[src/bus_cfg.svh]
`ifndef BUS_CFG_SVH
`define BUS_CFG_SVH

// widths of the CPU side of the bus

// CPU data bus, also carries the 65C816 bank byte at PHI2 rise
`define BUS_DB_W 8

// upper nibble of the CPU address, cpu_abh_i covers A15..A12
`define BUS_ABH_W 4

// widths of the memory side of the bus

// memory high address, A20..A12 towards the SRAM
`define BUS_MAH_W 9

// low address A11..A0, shared between CPU and memory
`define BUS_MAL_W 12

// full 16-bit CPU address as seen inside bank 0
`define BUS_CPU_AW 16

// decode constants

// high address driven while the boot ROM is selected
// not a real SRAM page, only a mark for the bus trace
`define BUS_BOOTROM_MARK 9'h1FF

// high byte of the I/O page at 0x9Fxx
`define BUS_IO_PAGE 8'h9F

// ROMBANK after reset, bit 7 set so the CPU starts in the boot ROM
`define BUS_ROMBANK_RST 8'h80

// extra S4H clocks requested from the phaser for ENET
// the LAN chip needs about 20 ns more access time
`define BUS_ENET_EXT 2'd1

// width of the S4H extension field
`define BUS_S4EXT_W 2

`endif

[src/bus_pkg.sv]
`include "bus_cfg.svh"

package bus_pkg;

    // one CPU address word, decoded two ways
    // memory view picks the 4k page, I/O view picks the device slot
    typedef struct packed {
        logic [`BUS_ABH_W-1:0] hi;
        logic [`BUS_MAL_W-1:0] lo;
    } cpu_addr_mem_t;

    typedef struct packed {
        logic [7:0] page;
        logic [3:0] slot;
        logic [3:0] rsel;
    } cpu_addr_io_t;

    typedef union packed {
        cpu_addr_mem_t mem;
        cpu_addr_io_t  io;
    } cpu_addr_u;

    // CPU status pins sampled with the address
    // sync_vpa is SYNC on a 65C02 and VPA on a 65C816
    // vpu_n is the vector pull, active low
    // cputype02 high means a 65C02 is fitted
    typedef struct packed {
        logic rw;
        logic sync_vpa;
        logic vpu_n;
        logic vda;
        logic cputype02;
    } cpu_bus_t;

    // external strobes, all active low
    typedef struct packed {
        logic sram_csn;
        logic vera_csn;
        logic aio_csn;
        logic enet_csn;
        logic rdn;
        logic wrn;
    } mem_ctrl_t;

    // requests to slaves living inside the FPGA
    typedef struct packed {
        logic bootrom;
        logic scrb;
        logic via1;
        logic via2;
        logic bankreg;
    } slv_req_t;

    // everything the decoder says about one CPU cycle
    typedef struct packed {
        logic [`BUS_MAH_W-1:0]   mem_abh;
        mem_ctrl_t               ctrl;
        slv_req_t                req;
        logic [`BUS_S4EXT_W-1:0] s4_ext;
    } decode_t;

endpackage

[src/bank_regs.sv]
`timescale 1ns/10ps
`include "bus_cfg.svh"

module bank_regs (
    input  logic                 clk6x,
    input  logic                 resetn,
    input  logic                 wr_i,
    input  logic                 sel_i,
    input  logic [`BUS_DB_W-1:0] wdata_i,
    input  logic [`BUS_DB_W-1:0] mask_i,
    output logic [`BUS_DB_W-1:0] rambank_m_o,
    output logic [`BUS_DB_W-1:0] romblock_o,
    output logic [`BUS_DB_W-1:0] rdata_o
);

    logic [`BUS_DB_W-1:0] rambank_q;
    logic [`BUS_DB_W-1:0] romblock_q;

    // sel_i low is RAMBANK at 0x0000, high is ROMBANK at 0x0001
    always_ff @(posedge clk6x)
    begin
        if (!resetn)
        begin
            rambank_q  <= '0;
            // start in the boot ROM
            romblock_q <= `BUS_ROMBANK_RST;
        end
        else if (wr_i)
        begin
            if (sel_i)
                romblock_q <= wdata_i;
            else
                rambank_q <= wdata_i;
        end
    end

    // mask limits RAMBANK to the fitted SRAM size
    // registered to keep the AND off the decode path
    always_ff @(posedge clk6x)
    begin
        rambank_m_o <= rambank_q & mask_i;
    end

    assign romblock_o = romblock_q;

    // read-back shows the raw value, not the masked one
    assign rdata_o = sel_i ? romblock_q : rambank_q;

endmodule

[src/bus_controller.sv]
`timescale 1ns/10ps
`include "bus_cfg.svh"

module bus_controller (
    input  logic                    clk6x,
    input  logic                    resetn,
    // phaser strobes, one clock each
    input  logic                    setup_cs_i,
    input  logic                    release_wr_i,
    input  logic                    release_cs_i,
    // CPU side
    input  logic [`BUS_ABH_W-1:0]   cpu_abh_i,
    input  logic [`BUS_MAL_W-1:0]   memcpu_abl_i,
    input  logic [`BUS_DB_W-1:0]    cpu_db_i,
    input  bus_pkg::cpu_bus_t       cpu_stat_i,
    output logic [`BUS_DB_W-1:0]    cpu_db_o,
    // memory side
    input  logic [`BUS_DB_W-1:0]    mem_db_i,
    output logic [`BUS_DB_W-1:0]    mem_db_o,
    output logic [`BUS_MAH_W-1:0]   mem_abh_o,
    output logic [`BUS_MAL_W-1:0]   memcpu_abl_o,
    output bus_pkg::mem_ctrl_t      mem_ctrl_o,
    // internal slaves
    input  logic [`BUS_DB_W-1:0]    slv_data_i,
    output bus_pkg::slv_req_t       slv_req_o,
    output logic [`BUS_CPU_AW-1:0]  slv_addr_o,
    output logic                    slv_rwn_o,
    output logic [`BUS_DB_W-1:0]    slv_datawr_o,
    output logic                    slv_datawr_valid_o,
    // from SCRB
    input  logic [`BUS_DB_W-1:0]    rambank_mask_i,
    // to phaser
    output logic [`BUS_S4EXT_W-1:0] s4_ext_o
);

    bus_pkg::cpu_addr_u   cpu_addr;
    bus_pkg::decode_t     dec;
    logic [`BUS_DB_W-1:0] rambank_m;
    logic [`BUS_DB_W-1:0] romblock;
    logic [`BUS_DB_W-1:0] bank_rdata;
    logic                 bank_wr;

    assign cpu_addr.mem.hi = cpu_abh_i;
    assign cpu_addr.mem.lo = memcpu_abl_i;

    // CPU data goes straight through on writes
    // the 65C816 bank byte is on cpu_db_i at PHI2 rise
    assign mem_db_o           = cpu_db_i;
    assign slv_datawr_o       = cpu_db_i;
    assign slv_datawr_valid_o = release_wr_i;

    bus_decoder u_decoder (
        .addr_i      (cpu_addr),
        .bank_i      (cpu_db_i),
        .stat_i      (cpu_stat_i),
        .rambank_m_i (rambank_m),
        .romblock_i  (romblock),
        .dec_o       (dec)
    );

    // register select is A0 of the captured address
    bank_regs u_bank_regs (
        .clk6x       (clk6x),
        .resetn      (resetn),
        .wr_i        (bank_wr),
        .sel_i       (slv_addr_o[0]),
        .wdata_i     (cpu_db_i),
        .mask_i      (rambank_mask_i),
        .rambank_m_o (rambank_m),
        .romblock_o  (romblock),
        .rdata_o     (bank_rdata)
    );

    bus_cycle_ctrl u_cycle_ctrl (
        .clk6x        (clk6x),
        .resetn       (resetn),
        .setup_cs_i   (setup_cs_i),
        .release_wr_i (release_wr_i),
        .release_cs_i (release_cs_i),
        .addr_i       (cpu_addr),
        .bank_i       (cpu_db_i),
        .stat_i       (cpu_stat_i),
        .dec_i        (dec),
        .mem_db_i     (mem_db_i),
        .slv_data_i   (slv_data_i),
        .bank_rdata_i (bank_rdata),
        .bank_wr_o    (bank_wr),
        .mem_abh_o    (mem_abh_o),
        .memcpu_abl_o (memcpu_abl_o),
        .mem_ctrl_o   (mem_ctrl_o),
        .slv_req_o    (slv_req_o),
        .slv_addr_o   (slv_addr_o),
        .slv_rwn_o    (slv_rwn_o),
        .s4_ext_o     (s4_ext_o),
        .cpu_db_o     (cpu_db_o)
    );

endmodule

[src/bus_cycle_ctrl.sv]
`timescale 1ns/10ps
`include "bus_cfg.svh"

module bus_cycle_ctrl (
    input  logic                    clk6x,
    input  logic                    resetn,
    input  logic                    setup_cs_i,
    input  logic                    release_wr_i,
    input  logic                    release_cs_i,
    input  bus_pkg::cpu_addr_u      addr_i,
    input  logic [`BUS_DB_W-1:0]    bank_i,
    input  bus_pkg::cpu_bus_t       stat_i,
    input  bus_pkg::decode_t        dec_i,
    input  logic [`BUS_DB_W-1:0]    mem_db_i,
    input  logic [`BUS_DB_W-1:0]    slv_data_i,
    input  logic [`BUS_DB_W-1:0]    bank_rdata_i,
    output logic                    bank_wr_o,
    output logic [`BUS_MAH_W-1:0]   mem_abh_o,
    output logic [`BUS_MAL_W-1:0]   memcpu_abl_o,
    output bus_pkg::mem_ctrl_t      mem_ctrl_o,
    output bus_pkg::slv_req_t       slv_req_o,
    output logic [`BUS_CPU_AW-1:0]  slv_addr_o,
    output logic                    slv_rwn_o,
    output logic [`BUS_S4EXT_W-1:0] s4_ext_o,
    output logic [`BUS_DB_W-1:0]    cpu_db_o
);

    // strobes and requests, owned by the phaser events
    always_ff @(posedge clk6x)
    begin
        if (!resetn)
        begin
            mem_ctrl_o <= '1;
            slv_req_o  <= '0;
            s4_ext_o   <= '0;
        end
        else
        begin
            // PHI2 rising, take the decode of this cycle
            if (setup_cs_i)
            begin
                mem_ctrl_o <= dec_i.ctrl;
                slv_req_o  <= dec_i.req;
                s4_ext_o   <= dec_i.s4_ext;
            end

            // drop wrn ahead of the chip selects for data hold
            if (release_wr_i)
                mem_ctrl_o.wrn <= 1'b1;

            // end of cycle, later events win
            if (release_cs_i)
            begin
                mem_ctrl_o <= '1;
                slv_req_o  <= '0;
            end
        end
    end

    // address and direction held for the whole cycle
    always_ff @(posedge clk6x)
    begin
        if (setup_cs_i)
        begin
            mem_abh_o    <= dec_i.mem_abh;
            memcpu_abl_o <= addr_i.mem.lo;
            slv_addr_o   <= addr_i;
            slv_rwn_o    <= stat_i.rw;
        end
    end

    // CPU write data is only valid at the end of the cycle
    assign bank_wr_o = release_wr_i && slv_req_o.bankreg && !slv_rwn_o;

    // read data back to the CPU, sampled every clock
    // external read has priority over internal slaves
    always_ff @(posedge clk6x)
    begin
        if (!mem_ctrl_o.rdn)
            cpu_db_o <= mem_db_i;
        else if (slv_req_o.bankreg)
            cpu_db_o <= bank_rdata_i;
        else if (slv_req_o.bootrom || slv_req_o.scrb || slv_req_o.via1 || slv_req_o.via2)
            cpu_db_o <= slv_data_i;
    end

    // external bus is either read or written, never both
    a_rd_wr_excl: assert property (@(posedge clk6x) disable iff (!resetn)
        !(!mem_ctrl_o.rdn && !mem_ctrl_o.wrn));

    // write strobe released before the chip selects go
    a_wrn_release: assert property (@(posedge clk6x) disable iff (!resetn)
        release_wr_i |=> mem_ctrl_o.wrn);

    // a valid 65C816 cycle outside bank 0 is plain SRAM
    a_linear_sram: assert property (@(posedge clk6x) disable iff (!resetn)
        (setup_cs_i && !stat_i.cputype02 && (stat_i.vda || stat_i.sync_vpa)
            && (bank_i != '0))
        |=> (!mem_ctrl_o.sram_csn && (slv_req_o == '0)));

endmodule

[src/bus_decoder.sv]
`timescale 1ns/10ps
`include "bus_cfg.svh"

module bus_decoder (
    input  bus_pkg::cpu_addr_u         addr_i,
    input  logic [`BUS_DB_W-1:0]       bank_i,
    input  bus_pkg::cpu_bus_t          stat_i,
    input  logic [`BUS_DB_W-1:0]       rambank_m_i,
    input  logic [`BUS_DB_W-1:0]       romblock_i,
    output bus_pkg::decode_t           dec_o
);

    // strobe pattern for an external device access
    // rdn follows a read, wrn follows a write
    function automatic bus_pkg::mem_ctrl_t ext_rw(input logic rw);
        bus_pkg::mem_ctrl_t c;
        c = '1;
        c.rdn = ~rw;
        c.wrn = rw;
        return c;
    endfunction

    logic                 bank_zero;
    logic                 cyc_valid;
    logic [`BUS_ABH_W-1:0] nib;

    // a 65C02 always lives in bank 0
    assign bank_zero = stat_i.cputype02 || (bank_i == '0);

    // 65C816 with VDA and VPA both low is an internal cycle
    assign cyc_valid = stat_i.cputype02 || stat_i.vda || stat_i.sync_vpa;

    assign nib = addr_i.mem.hi;

    always_comb
    begin
        // idle decode, no strobe and no request
        dec_o = '0;
        dec_o.ctrl = '1;

        if (!cyc_valid)
        begin
            // nothing on the bus this cycle
            dec_o.ctrl = '1;
        end
        else if (bank_zero)
        begin
            if ((nib == '0) && (addr_i.mem.lo[`BUS_MAL_W-1:1] == '0))
            begin
                // 0x0000 RAMBANK, 0x0001 ROMBANK
                dec_o.req.bankreg = 1'b1;
            end
            else if (nib[3:2] == 2'b11)
            begin
                // 0xC000-0xFFFF ROM window, 16k pages
                if (romblock_i[7])
                begin
                    // boot ROM inside the FPGA, vector pulls included
                    dec_o.req.bootrom = 1'b1;
                    dec_o.mem_abh = `BUS_BOOTROM_MARK;
                end
                else
                begin
                    // ROM pages start at SRAM page 64
                    // vector pull is forced to ROM bank 0
                    if (!stat_i.vpu_n)
                        dec_o.mem_abh = {2'b01, 5'b00000, nib[1:0]};
                    else
                        dec_o.mem_abh = {2'b01, romblock_i[4:0], nib[1:0]};
                    dec_o.ctrl.sram_csn = 1'b0;
                    dec_o.ctrl.rdn = ~stat_i.rw;
                    // ROM is never written
                    dec_o.ctrl.wrn = 1'b1;
                end
            end
            else if (nib[3:1] == 3'b101)
            begin
                // 0xA000-0xBFFF RAM window, 8k pages
                // MSB inverted so bank 0 sits mid SRAM
                dec_o.mem_abh = {rambank_m_i ^ 8'h80, nib[0]};
                dec_o.ctrl = ext_rw(stat_i.rw);
                dec_o.ctrl.sram_csn = 1'b0;
            end
            else if (addr_i.io.page == `BUS_IO_PAGE)
            begin
                // I/O page, 16 bytes per slot
                case (addr_i.io.slot)
                    4'h0: dec_o.req.via1 = 1'b1;
                    4'h1: dec_o.req.via2 = 1'b1;
                    4'h2, 4'h3:
                    begin
                        // VERA takes two slots
                        dec_o.ctrl = ext_rw(stat_i.rw);
                        dec_o.ctrl.vera_csn = 1'b0;
                    end
                    4'h4:
                    begin
                        // AURA audio, external chip
                        dec_o.ctrl = ext_rw(stat_i.rw);
                        dec_o.ctrl.aio_csn = 1'b0;
                    end
                    4'h5, 4'h6: dec_o.req.scrb = 1'b1;
                    4'h8:
                    begin
                        // slow LAN chip, stretch S4H
                        dec_o.ctrl = ext_rw(stat_i.rw);
                        dec_o.ctrl.enet_csn = 1'b0;
                        dec_o.s4_ext = `BUS_ENET_EXT;
                    end
                    default: dec_o.ctrl = '1;
                endcase
            end
            else
            begin
                // remaining bank 0 space maps to low SRAM pages
                dec_o.mem_abh = {5'h00, nib};
                dec_o.ctrl = ext_rw(stat_i.rw);
                dec_o.ctrl.sram_csn = 1'b0;
            end
        end
        else
        begin
            // 65C816 outside bank 0, linear SRAM address
            dec_o.mem_abh = {bank_i[4:0], nib};
            dec_o.ctrl = ext_rw(stat_i.rw);
            dec_o.ctrl.sram_csn = 1'b0;
        end

        // the external devices share the data bus
        assert ($countones({~dec_o.ctrl.sram_csn, ~dec_o.ctrl.vera_csn,
                            ~dec_o.ctrl.aio_csn, ~dec_o.ctrl.enet_csn}) <= 1)
            else $error("decoder selected more than one chip");
    end

endmodule

[config.mk]
export PLATFORM = sky130hd
export DESIGN_NAME = bus_controller
export DESIGN_NICKNAME = d
export VERILOG_FILES = /design/src/bus_pkg.sv /design/src/bank_regs.sv /design/src/bus_controller.sv /design/src/bus_cycle_ctrl.sv /design/src/bus_decoder.sv
export VERILOG_INCLUDE_DIRS = /design/src
export SDC_FILE = /design/constraint.sdc
export NUM_CORES = 1
export LEC_CHECK = 0
export BUFFER_PORTS_ARGS = -buffer_cell sky130_fd_sc_hd__buf_2
export CORE_AREA = 8 8 89 107
export DETAILED_ROUTE_END_ITERATION = 7
export DIE_AREA = 0 0 97 115
export PLACE_DENSITY = 0.75
export SYNTH_ARGS = -nofsm -noshare
export SYNTH_HDL_FRONTEND = slang
export SYNTH_SLANG_ARGS = --single-unit
[constraint.sdc]
create_clock -name clk6x -period 1.4 [get_ports clk6x]
set_clock_uncertainty 0.05 [all_clocks]
set_input_delay 0.28 -clock clk6x [delete_from_list [all_inputs] [get_ports clk6x]]
set_output_delay 0.28 -clock clk6x [all_outputs]
set_load 0.01 [all_outputs]
==> metrics.md, run 1 <==
| Metric | Value |
|---|---|
| Die Area | 11160 um^2 |
| DRC violations left | 0 |
| Layout cell share with drive strength beyond 1 | 48.25% |
| Clock root buffer master | clkbuf_8 |
| Psw | 0.001095 W |
| Global Route met2 Usage | 28.66% |
| Warnings from Yosys | 0 |
| Comb power frac | 14.2% |
| Port buffer count | roughly 130 |
| Reg2reg path depth | 4 |
| Sink Count | 70 |
| Hold Path Stages | 1 |
| Final worst setup slack | -90.64 ps |
| Initial Util | 42.57% |
| Die width | between 90 and 100 um |
| Num ports | 134 |
| CTS tree | built |
| Sw frac | 24.74% |
| Seq pwr share | 51.0% |
| Final worst-path cycle share | 106.5% |
| Clock buffer depth | 2 |
| Filler cell count in the final layout | 693 |
| Met3 usage | 5.950% |
| Yosys reg bits | 70 |
| Instance count of the mapped netlist | 307 |
| Crit path arrival time | 1160 ps |
| Global-route wire length before repair | approximately 15000 um |
| RSZ-0062 raised after global routing | yes |
| Floorplan Core Area | just under 8000 um^2 |
| CTS HTree Levels | 3 |
| Initial drt markers | around 150 |
| Final setup vio count | 10 |
| Syn_nets | between 300 and 400 |
| Internal power | 0.003333 W |
| GR Util All Layers | between 10% and 20% |
| Skew-Pair Late Insertion Delay | 340 ps |
| Worst-path fanout max | 10 |
| Worst Hold Launch | memcpu_abl_i[0] |
| Hpwl dp | 7504 um |
| Post-synth ARST share | 0% |
| Failing checks | negative setup slack |
| Hold Crit Class | input port to flop |
| Number of synthesized flops with an enable pin | 34 |
| Count of pins over their slew limit | 0 |
| Fmax | 670.9 MHz |
| Critical Path End Type | primary output |
| Antenna violations before repair | 1 |
| Max_cap viols | 0 |
| R2R Path Start | u_cycle_ctrl.slv_addr_o[0]$_DFFE_PP_ |
| Sequential area share after synthesis | between 50% and 60% |
| Grt total ovfl | 0 |
| Synth Cell Area | between 3000 and 4000 um^2 |
| GR peak layer | met2 |
| Nets | 511 |
| Routed len/inst | between 15 and 20 um |
| Placer congestion estimate | roughly 0.86 |
| DIE HEIGHT | 115 um |
| Peak supply drop | roughly 0.56 mV |
| PD cells | 1003 nW/um^2 |
| Outcome | complete, but fails checks |
| Routed vias | around 2800 |
| Area grow syn2layout | 31.58% |
| Setup CP Type | flop to primary output |
| Vias in the first global route | 2944 |
| Pre-antenna DRT Iters | 4 |
| Leak pwr | 1.872 nW |
| Startpoint types | flop |
| Drt total wl | 9401 um |
| Syn Area/Cell | 10.93 um^2 |
| Detail Route Antenna Nets | 0 |
| Minimum clock period | 1491 ps |
| Synth Flop Type | dfxtp_1 |
| Hold-fix buffer count after cts | 0 |
| Vias per cell | 5.063 |
| Tot Pwr | 0.004428 W |
| Largest net degree at the start of global routing | 25 |
| Num CTS Buffers | 9 |
| Final Hold Fails | 0 |
| Finished Core Util | 56.02% |
| Clock power frac | 34.8% |
| Setup crit start | u_cycle_ctrl.slv_addr_o[0]$_DFFE_PP_ |
| Row cnt | 36 |
| Worst-path clk slew | 70 ps |
| Met1 Usage GRT | 18.07% |
| Yosys cell types | 57 |
| CP required | ~1100 ps |
## metrics by stage
stage	area (um^2)	setup WS, ps	hold slack, ps	instances	TNS (ps)
floorplan	3374	0.8799	328.9	307	0
global route	4415	-119.5	64.33	554	-1087
finish	4415	-90.64	70.27	554	-643.6
CTS	4398	-97.02	53.75	553	-781.8
global placement	4183	-277.3	399.7	535	-5473
detailed placement	4183	-353.8	408.4	535	-5983
## power by group through the flow
stage | sequential (W) | clock, W | combinational (W)
after floorplan | 0.00234 | 0 | 0.000282
after global placement | 0.00230 | 0 | 0.000608
after detailed placement | 0.00231 | 0 | 0.000622
after CTS | 0.00226 | 0.00157 | 0.000632
after global routing | 0.00226 | 0.00166 | 0.000684
final | 0.00226 | 0.00154 | 0.000627
## cell families (layout without fill, tap and decap cells)
| logic type | count (synthesis) | after routing | share of synthesized area, % |
|---|---|---|---|
| flip-flops | 70 | 70 | 51.90 |
| AO/OA/AOI/OAI | 60 | 60 | 12.16 |
| other | 1 | 2 | 0.1117 |
| multiplexers | 24 | 24 | 7.457 |
| AND/OR/NAND/NOR | 105 | 105 | 18.42 |
| XOR/XNOR | 2 | 2 | 0.5221 |
| buffers and inverters | 45 | 196 | 9.433 |
## synthesized netlist by cell type (2+ instances only)
master,number,area [um^2]
a211oi_1,7,52.55
a21boi_0,7,52.55
a21oi_1,22,110.1
and2_1,8,50.05
and3_1,2,12.51
and4_1,2,17.52
buf_1,2,7.510
buf_2,3,15.01
buf_4,32,240.2
buf_6,3,33.78
clkbuf_1,2,7.510
dfxtp_1,36,720.7
edfxtp_1,34,1021
inv_1,2,7.510
mux2_2,8,90.09
mux2i_1,16,160.2
nand2_1,28,105.1
nand2b_1,4,25.02
nand3_1,4,20.02
nand4_1,2,12.51
nand4_2,2,25.02
nor2_1,22,82.58
nor2b_1,10,62.56
nor3_1,2,10.01
nor3_2,3,30.03
nor4_1,5,31.28
nor4_4,2,42.54
o21a_1,3,22.52
o21ai_0,2,10.01
o21ai_1,3,15.01
o22a_1,2,17.52
xor2_1,2,17.52
## per-layer routing
layer  routed length (um)  share of wire, %
met3                  732               7.8
met4                  134               1.4
met2                 4737                50
met5                    0                 0
met1                 3797                40
## worst max-delay path, cell delays in order, from the launching register on
cell	delay, ps
edfxtp_1	390
buf_6	180
buf_6	130
buf_2	130
## cell usage in the layout, fill, tap and decap left out, types with 4 or more instances in the layout
cell | Yosys | layout
nor4_1 | 5 | 4
nand2_1 | 28 | 28
a21oi_1 | 22 | 22
nand2b_1 | 4 | 4
edfxtp_1 | 34 | 34
mux2_2 | 8 | 8
mux2i_1 | 16 | 13
buf_2 | 3 | 132
buf_4 | 32 | 41
a211oi_1 | 7 | 7
clkbuf_8 | 0 | 9
dfxtp_1 | 36 | 34
a21boi_0 | 7 | 7
nor2_1 | 22 | 22
clkinv_2 | 0 | 4
and2_1 | 8 | 8
nor2b_1 | 10 | 10
nand3_1 | 4 | 4
## state kept, by name (all words and copies together) (netlist names)
register,flops
u_cycle_ctrl.cpu_db_o,8
u_cycle_ctrl.slv_rwn_o,1
u_cycle_ctrl.slv_addr_o,16
u_bank_regs.rambank_m_o,8
u_cycle_ctrl.slv_req_o,5
u_cycle_ctrl.mem_ctrl_o,6
u_bank_regs.rambank_q,8
u_cycle_ctrl.s4_ext_o,1
u_bank_regs.romblock_o,8
u_cycle_ctrl.mem_abh_o,9
## worst paths after layout
kind                                                               end  slack, ps
worst max-delay path                                   memcpu_abl_o[0]        -90
worst min-delay path              u_cycle_ctrl.slv_addr_o[0]$_DFFE_PP_         70
worst max register to register      u_cycle_ctrl.cpu_db_o[0]$_DFFE_PP_        -80
worst min register to register  u_bank_regs.romblock_o[6]$_SDFFE_PN0P_        420
## cell type report
class / count / area (um^2) / share of cell area, %
Clock buffer: 11 / 131.4 / 2.975
Antenna cell: 1 / 2.502 / 0.05667
Timing Repair Buffer: 178 / 1042 / 23.60
Clock inverter: 5 / 50.05 / 1.133
Inverter: 2 / 7.507 / 0.1700
Multi-Input combinational cell: 192 / 1316 / 29.81
Sequential cell: 70 / 1747 / 39.56
Tap cell: 95 / 118.9 / 2.692
## repair_timing
action,4_1_cts,5_1_grt
endpoints found under the hold margin,0,0
resized for setup,5,5
gates cloned,0,0
setup buffers,2,0
setup endpoints to repair,21,17
pin swaps,1,1
Power figures use the tool's default switching activity.
==> run 2: changes to the inputs <==
==> constraint.sdc (replaced) <==
create_clock -name clk6x -period 1.4 [get_ports clk6x]
set_clock_uncertainty 0.05 [all_clocks]
set_input_delay 0.07 -clock clk6x [delete_from_list [all_inputs] [get_ports clk6x]]
set_output_delay 0.07 -clock clk6x [all_outputs]
set_load 0.01 [all_outputs]
==> metrics.md, run 2 (synthesis results as in run 1) <==
| Metric | Value |
|---|---|
| Outcome | complete, but fails checks (unchanged) |
| Failing checks | negative setup slack (unchanged) |
| Pre-antenna DRT Iters | 4 (unchanged) |
| Floorplan Core Area | 7883 um^2 (unchanged) |
| Grt total ovfl | 0 (unchanged) |
| CP required | 1450 ps (was 1070 ps) |
| Clock power frac | 37.5% (was 34.8%) |
| Final worst-path cycle share | 105.8% (was 106.5%) |
| Worst-path clk slew | 70 ps (about the same) |
| Num ports | 134 (unchanged) |
| Die Area | 11160 um^2 (unchanged) |
| Commonest non-fill, non-tap cells in the layout | 132 x buf_2, 34 x dfxtp_1, 34 x edfxtp_1, 30 x buf_4, 28 x dlygate4sd3_1 (was 132 x buf_2, 41 x buf_4, 34 x dfxtp_1, 34 x edfxtp_1, 28 x nand2_1) |
| Startpoint types | flop (unchanged) |
| Commonest non-fill, non-tap cell in the layout | buf_2 (unchanged) |
| Minimum clock period | 1481 ps (was 1491 ps) |
| Detail Route Antenna Nets | 0 (unchanged) |
| Crit path arrival time | 1530 ps (was 1160 ps) |
| Seq pwr share | 47.9% (was 51.0%) |
| DRC violations left | 0 (unchanged) |
| Largest net degree at the start of global routing | 28 (was 25) |
| Final Hold Fails | 0 (unchanged) |
| Count of pins over their slew limit | 0 (unchanged) |
| Comb power frac | 14.6% (was 14.2%) |
| Setup CP Type | flop to flop (was flop to primary output) |
| Layout cell share with drive strength beyond 1 | 44.94% (was 48.25%) |
| Max reg flops | 16 (unchanged) |
| Die width | 97 um (unchanged) |
| Clock buffer depth | 2 (unchanged) |
| Largest registers in the final layout | u_cycle_ctrl.slv_addr_o x16, u_cycle_ctrl.mem_abh_o x9 (unchanged) |
| CTS HTree Levels | 3 (unchanged) |
| GR Util All Layers | 16.99% (was 16.72%) |
| Sink Count | 70 (unchanged) |
| Final setup vio count | 8 (was 10) |
| Final worst setup slack | -81.19 ps (was -90.64 ps) |
| Placer congestion estimate | 0.8124 (was 0.8550) |
| Finished Layout Cells | 569 (was 554) |
| Worst-path fanout max | 12 (was 10) |
| Psw | 0.001157 W (was 0.001095 W) |
| Num CTS Buffers | 9 (unchanged) |
| Leak pwr | 1.964 nW (was 1.872 nW) |
| Port buffer count | 132 (unchanged) |
| DIE HEIGHT | 115 um (unchanged) |
| Routed vias | 2911 (was 2805) |
| PD cells | 1002 nW/um^2 (was 1003 nW/um^2) |
| Hpwl dp | 7163 um (was 7504 um) |
| Initial Util | 42.57% (unchanged) |
| Clock root buffer master | clkbuf_8 (unchanged) |
| Nets | 527 (was 511) |
| Hold Crit Class | input port to flop (unchanged) |
| Vias per cell | 5.116 (was 5.063) |
| CTS tree | built (unchanged) |
| Global-route wire length before repair | 15300 um (was 14910 um) |
| Internal power | 0.003559 W (was 0.003333 W) |
| Initial drt markers | 125 (was 149) |
| Skew-Pair Late Insertion Delay | 350 ps (was 340 ps) |
| Placed Cells | 522 (was 535) |
| Peak supply drop | 0.9161 mV (was 0.5581 mV) |
| Max_cap viols | 0 (unchanged) |
| Biggest register | u_cycle_ctrl.slv_addr_o (unchanged) |
| Finished Core Util | 59.73% (was 56.02%) |
| Antenna violations before repair | 0 (was 1) |
| RSZ-0062 raised after global routing | yes (unchanged) |
| Vias in the first global route | 3037 (was 2944) |
| Sw frac | 24.53% (was 24.74%) |
| Drt total wl | 9616 um (was 9401 um) |
| Row cnt | 36 (unchanged) |
| Routed len/inst | 16.90 um (was 16.97 um) |
| Critical Path End Type | flop (was primary output) |
| Area grow syn2layout | 40.31% (was 31.58%) |
| Ant. Diodes | 0 (was 1) |
| Fmax | 675.1 MHz (was 670.9 MHz) |
## run 2: changes by cell type in the layout (fill, tap and decap cells not counted), moves of 4 or more
cell | before | now
mux2_2 | 8 | 4
buf_4 | 41 | 30
mux2_4 | 0 | 4
dlygate4sd3_1 | 0 | 28
## run 2: repair_timing
item | in CTS | in global routing
gates resized for setup | 10 | 8
hold buffers | 28 | 0
setup endpoints to repair | 9 | 25
pin swaps | 0 | 1
endpoints found under the hold margin | 28 | 0
buffers inserted | 1 | 2
## run 2: layout make-up
class / instances / area, um^2
Multi-Input combinational cell: 192 / 1379
Sequential cell: 70 / 1744
Tap cell: 95 / 118.9
Inverter: 2 / 7.507
Clock inverter: 7 / 88.84
Timing Repair Buffer: 194 / 1246
Clock buffer: 9 / 123.9
Fill cell: 637 / 3174
## run 2: final timing paths
check	start	endpoint	slack [ps]	depth (start not counted)
worst max-delay path	u_cycle_ctrl.slv_addr_o[0]$_DFFE_PP_	u_cycle_ctrl.cpu_db_o[1]$_DFFE_PP_	-80	4
worst min-delay path	setup_cs_i	u_cycle_ctrl.slv_rwn_o$_DFFE_PP_	10	1
worst max register to register	u_cycle_ctrl.slv_addr_o[0]$_DFFE_PP_	u_cycle_ctrl.cpu_db_o[1]$_DFFE_PP_	-80	4
worst min register to register	u_cycle_ctrl.slv_req_o[3]$_SDFFE_PP0P_	u_cycle_ctrl.slv_req_o[3]$_SDFFE_PP0P_	430	2
## run 2: metrics by stage
stage | hold slack [ps] | total power (W) | setup WS [ps] | cell area, um^2 | setup TNS [ps]
floorplan | 118.9 | 0.002626 | 10.92 | 3374 | 0
global placement | 200.7 | 0.002897 | -76.00 | 4110 | -371.0
detailed placement | 204.7 | 0.002911 | -107.6 | 4110 | -520.5
CTS | 6.711 | 0.004733 | -57.37 | 4658 | -442.8
global route | 15.38 | 0.004895 | -115.3 | 4708 | -635.7
finish | 10.59 | 0.004716 | -81.19 | 4708 | -354.9
## run 2: power by group through the flow
stage          clock [W]  combinational (W)  sequential, W
2_1_floorplan          0           0.000282        0.00234
6_report         0.00177           0.000688        0.00226
4_1_cts          0.00179           0.000684        0.00226
5_1_grt          0.00188           0.000745        0.00227
3_3_place_gp           0           0.000594        0.00230
3_5_place_dp           0           0.000605        0.00231
## run 2: critical path: stages, from the launching register on
cell	delay, ps
edfxtp_1	370
buf_12	180
mux2i_2	270
a21oi_1	90
mux2_2	270
## run 2: per-layer routing
layer  wire length [um]  vias up  track usage (%)
met4                174        0            6.783
li1                   -     1420                -
met5                  0        -                0
met1               3873     1364            19.10
met3                691       12            5.469
met2               4877      115            29.25
==> run 3: changes to the inputs <==
CELL_PAD_IN_SITES_DETAIL_PLACEMENT = 1   (was default)
CELL_PAD_IN_SITES_GLOBAL_PLACEMENT = 2   (was default)
CORE_AREA = 3 3 108 131   (was 8 8 89 107)
DIE_AREA = 0 0 111 134   (was 0 0 97 115)
PLACE_DENSITY = default   (was 0.75)
PLACE_DENSITY_LB_ADDON = 0.1   (was default)
==> metrics.md, run 3 (synthesis results as in run 1) <==
| Metric | Value |
|---|---|
| Outcome | complete, but fails checks (unchanged) |
| Failing checks | negative setup slack (unchanged) |
| Final setup vio count | 8 (unchanged) |
| Worst-path fanout max | 9 (was 12) |
| Commonest non-fill, non-tap cell in the layout | buf_2 (unchanged) |
| Worst-path clk slew | 60 ps (was 70 ps) |
| Reg2reg path depth | 4 (unchanged) |
| Layout cell share with drive strength beyond 1 | 46.28% (was 44.94%) |
| GR Util All Layers | 14.72% (was 16.99%) |
| Placer congestion estimate | 0.7812 (was 0.8124) |
| Finished Core Util | 37.98% (was 59.73%) |
| Final worst-path cycle share | 104.8% (was 105.8%) |
| Setup CP Type | flop to flop (unchanged) |
| Minimum clock period | 1467 ps (was 1481 ps) |
| Startpoint types | flop (unchanged) |
| CTS tree | built (unchanged) |
| Area of the multi-input gates | 1409 um^2 (was 1379 um^2) |
| Filler cell count in the final layout | 1485 (was 637) |
| Port buffer count | 132 (unchanged) |
| RSZ-0062 raised after global routing | yes (unchanged) |
| Sink Count | 70 (unchanged) |
| Global-route wire length before repair | 16850 um (was 15300 um) |
| Antenna violations before repair | 0 (unchanged) |
| Biggest register | u_cycle_ctrl.slv_addr_o (unchanged) |
| Hold Crit Class | input port to flop (unchanged) |
| PD cells | 1018 nW/um^2 (was 1002 nW/um^2) |
| Initial drt markers | 97 (was 125) |
| Routed len/inst | 16.66 um (was 16.90 um) |
| Critical Path End Type | flop (unchanged) |
| Nets | 537 (was 527) |
| Hpwl dp | 8346 um (was 7163 um) |
| Pre-antenna DRT Iters | 6 (was 4) |
| R2R Path Start | u_cycle_ctrl.slv_addr_o[0]$_DFFE_PP_ (unchanged) |
| Hold Path End | u_bank_regs.romblock_o[7]$_SDFFE_PN1P_ (was u_cycle_ctrl.slv_rwn_o$_DFFE_PP_) |
| DIE HEIGHT | 134 um (was 115 um) |
| Largest registers in the final layout | u_cycle_ctrl.slv_addr_o x16, u_cycle_ctrl.mem_abh_o x9 (unchanged) |
| Crit path arrival time | 1500 ps (was 1530 ps) |
| Ant. Diodes | 0 (unchanged) |
| Routed vias | 2916 (was 2911) |
| Hold Path Stages | 4 (was 1) |
| Largest net degree at the start of global routing | 23 (was 28) |
| Clock root buffer master | clkbuf_16 (was clkbuf_8) |
| Leak pwr | 2.047 nW (was 1.964 nW) |
| Worst Hold Launch | cpu_db_i[7] (was setup_cs_i) |
| Max reg flops | 16 (unchanged) |
| Peak supply drop | 0.4690 mV (was 0.9161 mV) |
| Reg2reg end | u_cycle_ctrl.cpu_db_o[7]$_DFFE_PP_ (was u_cycle_ctrl.cpu_db_o[1]$_DFFE_PP_) |
| Area grow syn2layout | 47.87% (was 40.31%) |
| Final Hold Fails | 0 (unchanged) |
| Num ports | 134 (unchanged) |
| Num CTS Buffers | 9 (unchanged) |
| Die Area | 14870 um^2 (was 11160 um^2) |
| Register Area | 1748 um^2 (was 1744 um^2) |
| Max_cap viols | 0 (unchanged) |
| Grt total ovfl | 0 (unchanged) |
| Post-place setup slack | -200.7 ps (was -107.6 ps) |
| Commonest non-fill, non-tap cells in the layout | 132 x buf_2, 39 x buf_4, 34 x edfxtp_1, 33 x dfxtp_1, 29 x dlygate4sd3_1 (was 132 x buf_2, 34 x dfxtp_1, 34 x edfxtp_1, 30 x buf_4, 28 x dlygate4sd3_1) |
| Vias per cell | 4.472 (was 5.116) |
| Tot Pwr | 0.005053 W (was 0.004716 W) |
| Die width | 111 um (was 97 um) |
| Vias in the first global route | 3066 (was 3037) |
| Count of pins over their slew limit | 0 (unchanged) |
| Drt total wl | 10860 um (was 9616 um) |
| CTS HTree Levels | 3 (unchanged) |
| Reg2Reg Setup Slack | -70 ps (was -80 ps) |
| Skew-Pair Late Insertion Delay | 330 ps (was 350 ps) |
| Detail Route Antenna Nets | 0 (unchanged) |
| CP required | 1430 ps (was 1450 ps) |
| Floorplan Core Area | 13070 um^2 (was 7883 um^2) |
| Final worst setup slack | -66.60 ps (was -81.19 ps) |
| Clock buffer depth | 2 (unchanged) |
| Final Cell Area | 4962 um^2 (was 4708 um^2) |
| Fmax | 681.8 MHz (was 675.1 MHz) |
| Placed cell area | 4272 um^2 (was 4110 um^2) |
| DRC violations left | 0 (unchanged) |
| Row cnt | 46 (was 36) |
| Initial Util | 25.68% (was 42.57%) |
## run 3: changes by cell type in the layout (fill, tap and decap cells not counted), moves of 3 or more
cell	delta
buf_4	+9
clkbuf_16	+9
mux2i_2	-3
a21oi_2	+4
a21oi_1	-4
clkbuf_8	-8
clkbuf_1	+4
## run 3: layer usage
layer	global-route usage (%)	up-vias	wire length, um
met5	0	-	0
met4	4.928	0	148
met3	3.249	8	523
met2	26.08	83	5717
met1	17.68	1395	4471
li1	-	1430	-
## run 3: worst max path at each step
stage	startpoint	end	slack, ps	cells after the start
2_1_floorplan	u_cycle_ctrl.slv_addr_o[0]$_DFFE_PP_	u_cycle_ctrl.cpu_db_o[7]$_DFFE_PP_	10	4
3_3_place_gp	cpu_db_i[7]	u_cycle_ctrl.mem_ctrl_o[4]$_SDFFE_PP1P_	-180	6
3_5_place_dp	cpu_db_i[7]	u_cycle_ctrl.mem_ctrl_o[3]$_SDFFE_PP1P_	-200	6
4_1_cts	u_cycle_ctrl.slv_addr_o[0]$_DFFE_PP_	u_cycle_ctrl.cpu_db_o[4]$_DFFE_PP_	-80	4
5_1_grt	u_cycle_ctrl.slv_addr_o[0]$_DFFE_PP_	u_cycle_ctrl.cpu_db_o[7]$_DFFE_PP_	-110	4
6_report	u_cycle_ctrl.slv_addr_o[0]$_DFFE_PP_	u_cycle_ctrl.cpu_db_o[7]$_DFFE_PP_	-70	4
## run 3: area by class of cell
class / count / share of cell area (%)
Timing Repair Buffer: 204 / 26.68
Tap cell: 168 / 4.236
Multi-Input combinational cell: 192 / 28.39
Clock buffer: 14 / 5.119
Clock inverter: 2 / 0.2017
Sequential cell: 70 / 35.22
Inverter: 2 / 0.1513
## run 3: per-stage QoR
step                      hold WS (ps)  instances  setup TNS (ps)
after floorplan                  118.9        307               0
after global placement           213.9        606           -3342
after detailed placement         218.1        606           -3586
after CTS                        2.468        651          -435.5
after global routing             49.24        652          -752.0
final                            50.20        652          -327.6
## run 3: power by group
group | switching (W) | leakage, nW | internal, W
logic | 0.000359 | 1.30 | 0.000361
clock network | 0.000825 | 0.131 | 0.00124
registers | 0.0000331 | 0.619 | 0.00223
## run 3: what timing repair did
action / 4_1_cts / 5_1_grt
endpoints found under the hold margin: 28 / 1
setup endpoints to repair: 9 / 17
setup buffers: 1 / 0
hold buffers: 28 / 1
pin swaps: 0 / 2
resized for setup: 16 / 13
## run 3: worst max-delay path, cell delays in order, from the launching register on
cell,delay [ps]
edfxtp_1,390
buf_12,180
mux2i_4,260
a21oi_2,70
mux2_2,260
